**src/oled_init_settings.svh**
```systemverilog
`ifndef OLED_INIT_SETTINGS_SVH
`define OLED_INIT_SETTINGS_SVH

// i2c data path
`define OLED_BYTE_W 8
// ssd1306 write address, sa0 low
`define OLED_SLAVE_ADDR 8'h78
// co=0 d/c#=0, everything after is a command
`define OLED_CTRL_BYTE 8'h00

// command count of each init phase
`define OLED_PHASE1_LEN 15
`define OLED_PHASE2_LEN 2
`define OLED_PHASE3_LEN 1
// byte index, 0 is the control byte
`define OLED_IDX_W 5

// delays in clk cycles, simulation sized
// at 100 MHz the panel wants 5_000_000 (50 ms)
`define OLED_POWER_ON_CYCLES 40
// 1_000_000 (10 ms) after the display setup
`define OLED_GAP1_CYCLES 12
// 10_000_000 (100 ms) for the charge pump to settle
`define OLED_GAP2_CYCLES 30
// wide enough for the 100 ms count
`define OLED_DELAY_W 27

// nacks retried before giving up
`define OLED_RETRY_MAX 3

`endif

```
**src/oled_init_pkg.sv**
```systemverilog
`include "oled_init_settings.svh"

package oled_init_pkg;

    // command phase, also selects the rom slice
    typedef enum logic [1:0] {
        phase_1,
        phase_2,
        phase_3
    } phase_t;

    // which delay the timer counts
    typedef enum logic [1:0] {
        dly_power_on,
        dly_gap1,
        dly_gap2
    } delay_sel_t;

    // phase level fsm
    typedef enum logic [2:0] {
        ctrl_idle,
        ctrl_power_wait,
        ctrl_phase,
        ctrl_gap,
        ctrl_ready,
        ctrl_error
    } ctrl_state_t;

    // one i2c transaction
    typedef enum logic [2:0] {
        seq_idle,
        seq_req,
        seq_addr,
        seq_byte,
        seq_stop
    } seq_state_t;

    // command toward the byte master
    typedef struct packed {
        logic                   start;
        logic                   stop;
        logic                   write;
        logic [`OLED_BYTE_W-1:0] data;
    } i2c_cmd_t;

    // answer from the master, ack_err valid with done
    typedef struct packed {
        logic done;
        logic ack_err;
    } i2c_rsp_t;

    typedef struct packed {
        logic busy;
        logic init_done;
        logic err;
    } init_status_t;

endpackage

```
**src/init_cmd_rom.sv**
```systemverilog
`include "oled_init_settings.svh"

module init_cmd_rom (
    input  oled_init_pkg::phase_t        phase,
    input  logic [`OLED_IDX_W-1:0]       cmd_index,
    output logic [`OLED_BYTE_W-1:0]      cmd_byte,
    output logic                         last_byte
);
    import oled_init_pkg::*;

    localparam int table_len = `OLED_PHASE1_LEN + `OLED_PHASE2_LEN + `OLED_PHASE3_LEN;
    localparam logic [`OLED_IDX_W-1:0] p1_len = `OLED_PHASE1_LEN;
    localparam logic [`OLED_IDX_W-1:0] p2_len = `OLED_PHASE2_LEN;
    localparam logic [`OLED_IDX_W-1:0] p3_len = `OLED_PHASE3_LEN;

    // all three phases back to back
    localparam logic [`OLED_BYTE_W-1:0] cmd_table [table_len] = '{
        // phase 1: mux ratio, offset, start line, remap, com pins, contrast, clock
        8'hA8, 8'h3F, 8'hD3, 8'h00, 8'h40, 8'hA1, 8'hC8, 8'hDA,
        8'h12, 8'h81, 8'h7F, 8'hA4, 8'hA6, 8'hD5, 8'h80,
        // phase 2: charge pump on
        8'h8D, 8'h14,
        // phase 3: display on
        8'hAF
    };

    logic [`OLED_IDX_W-1:0] base;
    logic [`OLED_IDX_W-1:0] len;
    logic [`OLED_IDX_W-1:0] rom_addr;

    always_comb begin
        // slice of the table for this phase
        case (phase)
            phase_1: begin
                base = '0;
                len  = p1_len;
            end
            phase_2: begin
                base = p1_len;
                len  = p2_len;
            end
            default: begin
                base = p1_len + p2_len;
                len  = p3_len;
            end
        endcase
        // index 1 is the first command of the slice
        rom_addr  = base + cmd_index - 1'b1;
        last_byte = (cmd_index == len);
        if (cmd_index == '0) begin
            cmd_byte = `OLED_CTRL_BYTE;
        end else if (int'(rom_addr) < table_len) begin
            cmd_byte = cmd_table[rom_addr];
        end else begin
            cmd_byte = '0;
        end
    end

endmodule

```
**src/init_delay_timer.sv**
```systemverilog
`include "oled_init_settings.svh"

module init_delay_timer (
    input  logic                         clk,
    input  logic                         reset,
    input  logic                         delay_go,
    input  oled_init_pkg::delay_sel_t    delay_sel,
    output logic                         delay_expired
);
    import oled_init_pkg::*;

    localparam logic [`OLED_DELAY_W-1:0] power_on_cycles = `OLED_POWER_ON_CYCLES;
    localparam logic [`OLED_DELAY_W-1:0] gap1_cycles     = `OLED_GAP1_CYCLES;
    localparam logic [`OLED_DELAY_W-1:0] gap2_cycles     = `OLED_GAP2_CYCLES;

    logic [`OLED_DELAY_W-1:0] sel_len;
    logic [`OLED_DELAY_W-1:0] count;
    logic                     running;

    always_comb begin
        case (delay_sel)
            dly_gap1: sel_len = gap1_cycles;
            dly_gap2: sel_len = gap2_cycles;
            default:  sel_len = power_on_cycles;
        endcase
    end

    // loaded with n-1, so zero is reached n cycles after go
    always_ff @(posedge clk or posedge reset) begin
        if (reset) begin
            count   <= '0;
            running <= 1'b0;
        end else if (delay_go) begin
            count   <= sel_len - 1'b1;
            running <= 1'b1;
        end else if (running) begin
            if (count == '0) begin
                running <= 1'b0;
            end else begin
                count <= count - 1'b1;
            end
        end
    end

    // single pulse on the last count
    assign delay_expired = running && (count == '0);

endmodule

```
**src/i2c_txn_sequencer.sv**
```systemverilog
`include "oled_init_settings.svh"

module i2c_txn_sequencer (
    input  logic                         clk,
    input  logic                         reset,
    input  logic                         seq_go,
    input  logic                         oled_granted,
    input  oled_init_pkg::i2c_rsp_t      i2c_rsp,
    input  logic [`OLED_BYTE_W-1:0]      cmd_byte,
    input  logic                         last_byte,
    output logic                         oled_req,
    output oled_init_pkg::i2c_cmd_t      i2c_cmd,
    output logic [`OLED_IDX_W-1:0]       cmd_index,
    output logic                         seq_ok,
    output logic                         seq_fail
);
    import oled_init_pkg::*;

    localparam int nack_w = $clog2(`OLED_RETRY_MAX + 1);
    localparam logic [nack_w-1:0] retry_max = `OLED_RETRY_MAX;

    seq_state_t        state;
    logic [nack_w-1:0] nack_cnt;

    always_ff @(posedge clk or posedge reset) begin
        if (reset) begin
            state     <= seq_idle;
            cmd_index <= '0;
            nack_cnt  <= '0;
            seq_ok    <= 1'b0;
            seq_fail  <= 1'b0;
        end else begin
            // result pulses last one cycle
            seq_ok   <= 1'b0;
            seq_fail <= 1'b0;
            case (state)
                seq_idle: begin
                    if (seq_go) begin
                        state     <= seq_req;
                        cmd_index <= '0;
                        nack_cnt  <= '0;
                    end
                end
                seq_req: begin
                    // hold the request until the arbiter answers
                    if (oled_granted) begin
                        state <= seq_addr;
                    end
                end
                seq_addr, seq_byte: begin
                    if (i2c_rsp.done) begin
                        if (i2c_rsp.ack_err) begin
                            // nack on any byte restarts the whole phase
                            cmd_index <= '0;
                            if (nack_cnt < retry_max) begin
                                nack_cnt <= nack_cnt + 1'b1;
                                state    <= seq_req;
                            end else begin
                                nack_cnt <= '0;
                                seq_fail <= 1'b1;
                                state    <= seq_idle;
                            end
                        end else begin
                            // any ack breaks the nack run
                            nack_cnt <= '0;
                            if (state == seq_addr) begin
                                state <= seq_byte;
                            end else if (last_byte) begin
                                state <= seq_stop;
                            end else begin
                                cmd_index <= cmd_index + 1'b1;
                            end
                        end
                    end
                end
                seq_stop: begin
                    if (i2c_rsp.done) begin
                        cmd_index <= '0;
                        seq_ok    <= 1'b1;
                        state     <= seq_idle;
                    end
                end
                default: begin
                    state <= seq_idle;
                end
            endcase
        end
    end

    // command decoded from state, held until done
    // next command may follow right in the cycle after done
    always_comb begin
        oled_req = (state == seq_req);
        i2c_cmd  = '0;
        case (state)
            seq_addr: begin
                i2c_cmd.start = 1'b1;
                i2c_cmd.write = 1'b1;
                i2c_cmd.data  = `OLED_SLAVE_ADDR;
            end
            seq_byte: begin
                // control byte at index 0, then the phase commands
                i2c_cmd.write = 1'b1;
                i2c_cmd.data  = cmd_byte;
            end
            seq_stop: begin
                i2c_cmd.stop = 1'b1;
            end
            default: begin
                i2c_cmd = '0;
            end
        endcase
    end

endmodule

```
**src/init_phase_ctrl.sv**
```systemverilog
module init_phase_ctrl (
    input  logic                         clk,
    input  logic                         reset,
    input  logic                         seq_ok,
    input  logic                         seq_fail,
    input  logic                         delay_expired,
    output oled_init_pkg::phase_t        phase,
    output logic                         seq_go,
    output logic                         delay_go,
    output oled_init_pkg::delay_sel_t    delay_sel,
    output oled_init_pkg::init_status_t  status
);
    import oled_init_pkg::*;

    ctrl_state_t state;

    always_ff @(posedge clk or posedge reset) begin
        if (reset) begin
            state            <= ctrl_idle;
            phase            <= phase_1;
            seq_go           <= 1'b0;
            delay_go         <= 1'b0;
            delay_sel        <= dly_power_on;
            status.busy      <= 1'b1;
            status.init_done <= 1'b0;
            status.err       <= 1'b0;
        end else begin
            // go strobes are single cycle
            seq_go   <= 1'b0;
            delay_go <= 1'b0;
            case (state)
                ctrl_idle: begin
                    // start counting the supply ramp
                    delay_go  <= 1'b1;
                    delay_sel <= dly_power_on;
                    state     <= ctrl_power_wait;
                end
                ctrl_power_wait: begin
                    if (delay_expired) begin
                        phase  <= phase_1;
                        seq_go <= 1'b1;
                        state  <= ctrl_phase;
                    end
                end
                ctrl_phase: begin
                    if (seq_fail) begin
                        state       <= ctrl_error;
                        status.busy <= 1'b0;
                        status.err  <= 1'b1;
                    end else if (seq_ok) begin
                        if (phase == phase_3) begin
                            state            <= ctrl_ready;
                            status.busy      <= 1'b0;
                            status.init_done <= 1'b1;
                        end else begin
                            // gap length depends on the phase just sent
                            delay_go <= 1'b1;
                            if (phase == phase_1) begin
                                delay_sel <= dly_gap1;
                            end else begin
                                delay_sel <= dly_gap2;
                            end
                            state <= ctrl_gap;
                        end
                    end
                end
                ctrl_gap: begin
                    if (delay_expired) begin
                        // step to the following phase
                        if (phase == phase_1) begin
                            phase <= phase_2;
                        end else begin
                            phase <= phase_3;
                        end
                        seq_go <= 1'b1;
                        state  <= ctrl_phase;
                    end
                end
                ctrl_ready, ctrl_error: begin
                    // final, only reset leaves
                    state <= state;
                end
                default: begin
                    state <= ctrl_idle;
                end
            endcase
        end
    end

endmodule

```
**src/oled_init_top.sv**
```systemverilog
`include "oled_init_settings.svh"

module oled_init_top (
    input  logic                         clk,
    input  logic                         reset,
    input  logic                         oled_granted,
    input  oled_init_pkg::i2c_rsp_t      i2c_rsp,
    output logic                         oled_req,
    output oled_init_pkg::i2c_cmd_t      i2c_cmd,
    output oled_init_pkg::init_status_t  status
);
    import oled_init_pkg::*;

    // controller to sequencer and timer
    phase_t     phase;
    delay_sel_t delay_sel;
    logic       seq_go;
    logic       seq_ok;
    logic       seq_fail;
    logic       delay_go;
    logic       delay_expired;

    // sequencer to rom
    logic [`OLED_IDX_W-1:0]  cmd_index;
    logic [`OLED_BYTE_W-1:0] cmd_byte;
    logic                    last_byte;

    init_phase_ctrl u_ctrl (
        .clk           (clk),
        .reset         (reset),
        .seq_ok        (seq_ok),
        .seq_fail      (seq_fail),
        .delay_expired (delay_expired),
        .phase         (phase),
        .seq_go        (seq_go),
        .delay_go      (delay_go),
        .delay_sel     (delay_sel),
        .status        (status)
    );

    i2c_txn_sequencer u_seq (
        .clk          (clk),
        .reset        (reset),
        .seq_go       (seq_go),
        .oled_granted (oled_granted),
        .i2c_rsp      (i2c_rsp),
        .cmd_byte     (cmd_byte),
        .last_byte    (last_byte),
        .oled_req     (oled_req),
        .i2c_cmd      (i2c_cmd),
        .cmd_index    (cmd_index),
        .seq_ok       (seq_ok),
        .seq_fail     (seq_fail)
    );

    init_delay_timer u_timer (
        .clk           (clk),
        .reset         (reset),
        .delay_go      (delay_go),
        .delay_sel     (delay_sel),
        .delay_expired (delay_expired)
    );

    init_cmd_rom u_rom (
        .phase     (phase),
        .cmd_index (cmd_index),
        .cmd_byte  (cmd_byte),
        .last_byte (last_byte)
    );

endmodule

```
**config.mk**
```make
export PLATFORM = sky130hd
export DESIGN_NAME = oled_init_top
export DESIGN_NICKNAME = d
export VERILOG_FILES = /design/src/oled_init_pkg.sv /design/src/init_cmd_rom.sv /design/src/init_delay_timer.sv /design/src/i2c_txn_sequencer.sv /design/src/init_phase_ctrl.sv /design/src/oled_init_top.sv
export VERILOG_INCLUDE_DIRS = /design/src
export SDC_FILE = /design/constraint.sdc
export NUM_CORES = 1
export LEC_CHECK = 0
export BUFFER_PORTS_ARGS = -buffer_cell sky130_fd_sc_hd__buf_4
export CAP_MARGIN = 0
export CELL_PAD_IN_SITES_DETAIL_PLACEMENT = 1
export CELL_PAD_IN_SITES_GLOBAL_PLACEMENT = 1
export CORE_ASPECT_RATIO = 0.6
export CORE_MARGIN = 2
export CORE_UTILIZATION = 50
export CTS_BUF_LIST = sky130_fd_sc_hd__clkbuf_2 sky130_fd_sc_hd__clkbuf_4 sky130_fd_sc_hd__clkbuf_8
export DETAILED_ROUTE_END_ITERATION = 12
export PLACE_DENSITY_LB_ADDON = 0.2
export SLEW_MARGIN = 20
export SYNTH_ARGS = -nofsm -noshare
export SYNTH_HDL_FRONTEND = slang
export SYNTH_HIERARCHICAL = 1
export SYNTH_SLANG_ARGS = --single-unit
export TNS_END_PERCENT = 50
```
**constraint.sdc**
```tcl
create_clock -name clk -period 4.1 [get_ports clk]
set_input_delay 0.41 -clock clk [delete_from_list [all_inputs] [get_ports clk]]
set_output_delay 0.41 -clock clk [all_outputs]
set_load 0.1 [all_outputs]
```
== Word level (Yosys, flattened, before mapping) ==
Memory sizes are Yosys's and may differ from the RTL's.
Index checks and enable logic that the tools add are counted.

* Add/subtract/negate cells: 6
* $lt $le $gt $ge: 3
* Eq/ne operators: 29
* Muxes and demuxes: 65
* Bitwise logic cells: 3
* Reductions and logical operators: 26

{| class="wikitable"
|+ Operators by type and width
! kind !! count
|-
| two-way mux 27 bit || 3
|-
| two-way mux 3 bit || 11
|-
| two-way mux 8 bit || 4
|-
| two-way mux 5 bit || 6
|-
| logical NOT 27 bit || 1
|-
| subtractor 27 x 1 -> 27 bit, second input constant || 1
|-
| two-way mux 2 bit || 12
|-
| one-hot mux 3 bit (4 select lines) || 2
|-
| two-way mux 1 bit || 18
|-
| inequality test 2 bit, second input constant || 9
|-
| one-hot mux 9 bit (2 select lines) || 1
|-
| one-hot mux 5 bit (3 select lines) || 1
|-
| equality test 3 x 2 -> 1 bit, second input constant || 4
|-
| one-hot mux 2 bit (2 select lines) || 3
|-
| one-hot mux 6 bit (2 select lines) || 1
|-
| AND reduction 3 bit || 4
|-
| nonzero test 2 bit || 6
|-
| one-hot mux 5 bit (2 select lines) || 1
|-
| equality test 3 bit, second input constant || 3
|-
| one-hot mux 4 bit (2 select lines) || 1
|-
| AND reduction 4 bit || 2
|-
| subtractor 6 x 1 -> 7 bit, second input constant || 1
|-
| equality test 3 x 1 -> 1 bit, second input constant || 2
|-
| >= comparator 6 bit, second input constant || 1
|-
| other kinds (25) || 34
|}

* Flip-flop bits (word level): 52
* Bits in read-only memories: 256
* Input bits: 5
* Output and inout bits: 15
* Word-level logic and storage cells: 148
* Memories kept: 1

{| class="wikitable"
|+ Memory list
! name !! depth !! width !! rd ports !! clocked after Yosys merged registers in !! wr ports !! RTL line !! text
|-
| (no name shown) || 32 || 8 || 1 || 0 || 0 || init_cmd_rom.sv:53 || <nowiki>cmd_byte = cmd_table[rom_addr];</nowiki>
|}

== Depth between registers and ports, before layout ==
* Depth after elaboration: 11
* Mapped depth: 13
* Gate-level depth less buffers: 12

== Hierarchy ==
The synthesis kept the hierarchy.

{| class="wikitable"
|+ By module, submodules not included
! module !! times used !! cells each !! area each (um^2) !! sequential area each (um^2)
|-
| init_delay_timer || 1 || 188 || 1,717.9 || 700.7
|-
| i2c_txn_sequencer || 1 || 90 || 817.0 || 300.3
|-
| init_cmd_rom || 1 || 85 || 689.4 || 0.0
|-
| init_phase_ctrl || 1 || 49 || 540.5 || 301.5
|}

== Worst setup path after synthesis ==
No wires, ideal clock.

* Kind: reg-to-output
* Start: register u_ctrl.phase[1]
* End: output i2c_cmd[3] (netlist bit)
* Arrival time: 4.144 ns
* Required time: 3.690 ns
* Path slack: -0.454 ns
* Cell stages (with the launch flop): 14
* Buffers on the path: 1
* Cell sequence: dfrtp_1 nand2b_1 ha_1 inv_1 ha_1 fa_1 clkbuf_1 inv_1 ha_1 nand2_1 o21ai_0 a21oi_1 inv_1 a21oi_1

{| class="wikitable"
|+ RTL lines
! item !! RTL line !! text
|-
| start, declared || init_phase_ctrl.sv:7 || <nowiki>output oled_init_pkg::phase_t phase,</nowiki>
|-
| start signal, assigned || init_phase_ctrl.sv:20 || <nowiki>phase <= phase_1;</nowiki>
|-
| start signal, assigned || init_phase_ctrl.sv:40 || <nowiki>phase <= phase_1;</nowiki>
|-
| start signal, assigned || init_phase_ctrl.sv:71 || <nowiki>phase <= phase_2;</nowiki>
|-
| end, declared || oled_init_top.sv:9 || <nowiki>output oled_init_pkg::i2c_cmd_t i2c_cmd,</nowiki>
|}

==> qor.txt <==
reg-to-reg slack, setup: 1.25 ns
mapped cell area: 0.00376 mm2
Seq/Total Area, Yosys: 34.6%
vias in the first global route: 3402
Setup-failing EPs final: 0
Worst slew margin: 52.9%
Slew Viols, Final: 0
Port Buf Inserts: 19
antenna-violating nets left: 0
ANT cells: 0
Remaining DRCs: 0
pwr/cell area: 824 mW/mm2
critical path class: register to output port
Post-synth top flop: dfrtp_1
reg2reg path depth: 9
critical-path cell list: nand2b_1 > ha_1 > inv_1 > ha_1 > fa_1 > xor2_2 > mux2_2 > o211ai_1 > mux2i_1 > and3_1 > buf_4
Mapped Nets: 437
CTS tree: built
worst hold path class: input pin to asynchronous set/reset pin
via count: 3312
RSZ-0062 raised after global routing: true
DR pass1 iterations: 4
drt wl/cell: 19.2 um
Die ar.: 0.00826 mm2
status: complete, no violations
Critical R2R Capture: u_timer/count[22]$_DFFE_PP0P_
largest net degree at the start of global routing: 29
cell repeated most along the worst path: ha_1
gr usage total: 26.9%
CTS clock-pin slew for the worst setup and hold paths: 0.10 ns
Mapped Avg Cell Area: 9.14 um2
hold bufs inserted after CTS: 0
worst slack at placement: 0.283 ns
register bit total from synthesis: 52
die height: 71.2 um
Mapped Cells: 412
CTS sink count: 52
WP data arrival: 3.53 ns
Async S/R FF share, synth: 100%
leading area contributor after synthesis: dfrtp_1
Initial Util: 51.8%
final worst path period share: 96.2%
EDFF count, synth: 0
crit-path max FO: 9
Setup crit start kind: register
WHS: 0.123 ns
chip width: 116 um
Worst path max stage delay: 0.50 ns
share of layout cells above drive strength 1: 16.8%
first-pass GRT wire length: 17.5 mm
Synth area leaders: dfrtp_1, ha_1, a21oi_1
worst setup margin: 0.155 ns
final hold vios: 0
Finished Cell Area: 0.00415 mm2
Core Box Area: 0.00727 mm2
Clock Latency Late Sink: 0.32 ns
# IOs: 20
Worst R2R Start: u_ctrl/delay_go$_DFF_PP0_
maximum VDD drop: 0.311 mV
P_leak: 0.00190 uW
total gr overflow: 0
DRT Wirelength: 10.3 mm
clock root buffer master: clkbuf_8
post-synth top area share: 33.9%
H-Tree Depth: 2
initial antenna violation count: 0
post-synth cell types: 82
TritonCTS Buffers: 5
dpl hpwl: 7.66 mm
total of max-cap violations: 0
setup TNS: 0 ns
Post-synth top cells: dfrtp_1, inv_1, a21oi_1
area of placed instances: 0.00401 mm2
top-count cell post-synth: dfrtp_1
Crit path required time: 3.69 ns
slew at the pin closest to its max-slew limit: 0.703 ns
slowest CP cell: fa_1
Yosys warnings: 6
Rows: 24
GP Congestion: 0.921
Setup crit end kind: output port
Setup Skew: 0.00896 ns
CTS max path bufs: 2
Vias/cell: 6.16
Final Util: 57.1%
Layout area overhead: 10.3%
Final nets: 458
initial drt markers: 160
minimum clock period: 3.94 ns
Max Freq: 254 MHz
## registers in the layout (all words and copies together), names as in the netlist
signal            count
u_ctrl/phase          2
u_ctrl/seq_go         1
u_timer/running       1
u_seq/seq_ok          1
u_ctrl/delay_sel      2
u_seq/nack_cnt        2
u_timer/count        27
u_seq/cmd_index       5
u_ctrl/status         3
u_seq/state           3
u_ctrl/state          3
u_ctrl/delay_go       1
u_seq/seq_fail        1
## worst max path at each step
stage,from,end,cells after the start
floorplan,u_ctrl/phase[1]$_DFFE_PP0P_,i2c_cmd[5],13
finish,u_ctrl/phase[1]$_DFFE_PP0P_,i2c_cmd[2],11
global route,u_ctrl/phase[1]$_DFFE_PP0P_,i2c_cmd[2],11
CTS,u_ctrl/phase[0]$_DFFE_PP0P_,i2c_cmd[4],12
detailed placement,u_ctrl/phase[0]$_DFFE_PP0P_,i2c_cmd[4],12
global placement,u_ctrl/phase[0]$_DFFE_PP0P_,i2c_cmd[4],12
## through the flow
| step | cells | power (uW) |
|---|---|---|
| floorplan | 412 | 2510 |
| global placement | 526 | 2900 |
| detailed placement | 526 | 3010 |
| CTS | 534 | 3360 |
| global route | 538 | 3660 |
| finish | 538 | 3420 |
## cells in the final DEF (no fill, tap or decap), types with 3 or more instances in the layout
| master | synthesis | final |
|---|---|---|
| dfrtp_1 | 51 | 50 |
| inv_1 | 33 | 32 |
| buf_4 | 1 | 28 |
| a21oi_1 | 30 | 28 |
| nand2_1 | 28 | 28 |
| nor2_1 | 25 | 25 |
| ha_1 | 19 | 19 |
| o21ai_0 | 12 | 12 |
| nand3_1 | 12 | 12 |
| nor3_1 | 11 | 11 |
| nor2b_1 | 10 | 10 |
| o31ai_1 | 9 | 9 |
| or3_1 | 9 | 9 |
| and3_1 | 9 | 9 |
| nand4_1 | 8 | 8 |
| mux2i_1 | 8 | 8 |
| or4_1 | 8 | 8 |
| nor4_1 | 7 | 7 |
| mux2_2 | 6 | 6 |
| o211ai_1 | 6 | 6 |
| clkbuf_8 | 0 | 5 |
| nand2b_1 | 5 | 5 |
| o2bb2ai_1 | 5 | 5 |
| and2_1 | 4 | 4 |
| and3b_1 | 3 | 3 |
| nor3b_2 | 3 | 3 |
| nor3b_1 | 3 | 3 |
| a21o_1 | 3 | 3 |
| xnor2_1 | 3 | 3 |
| or2_2 | 3 | 3 |
| a221oi_1 | 3 | 3 |
| a31oi_1 | 3 | 3 |
## worst max-delay path, delay by kind of cell, from the launching register on
kind	cells	cell delay (ns)
AO/OA/AOI/OAI	1	0.16
adder cells (fa/ha/maj)	3	1.05
XOR/XNOR	1	0.45
buffers and inverters	2	0.28
multiplexers	2	0.48
flip-flops	1	0.40
AND/OR/NAND/NOR	2	0.41
## where the power goes
| part | internal (uW) | switching (uW) |
|---|---|---|
| combinational | 763 | 1610 |
| clock | 129 | 184 |
| sequential | 591 | 143 |
## logic make-up after synthesis
kind of cell / count (synthesis) / share of synthesized area [%]
and+or+nand+nor: 170 / 26.8
AOI/OAI and AO/OA: 97 / 18.5
DFF: 52 / 34.6
buffers and inverters: 49 / 5.58
adders and majority gates: 20 / 6.85
muxes: 18 / 5.52
xor gates and xnor gates: 6 / 2.16
## area by class of cell
cell class	count	area, um2
repair buffers	28	210
clock buffers	6	76.3
fillers	877	3110
inverters	35	136
well taps	104	130
flip-flops and latches	52	1300
clock inverters	2	16.3
multi-input cells	311	2280
## metal layers
layer | vias to the layer above | global-route usage (%) | routed length, um
met1 | 1667 | 42.6 | 5450
met4 | 0 | 4.76 | 89
met5 | - | 0 | 0
met2 | 70 | 39.1 | 4330
li1 | 1565 | - | -
met3 | 10 | 4.57 | 462
## repair_timing
item	CTS	global route
setup endpoints to repair	2	8
pin swaps	0	1
gates resized for setup	2	3
buffers inserted	0	4
No activity file was read; power rests on OpenSTA's default activity.
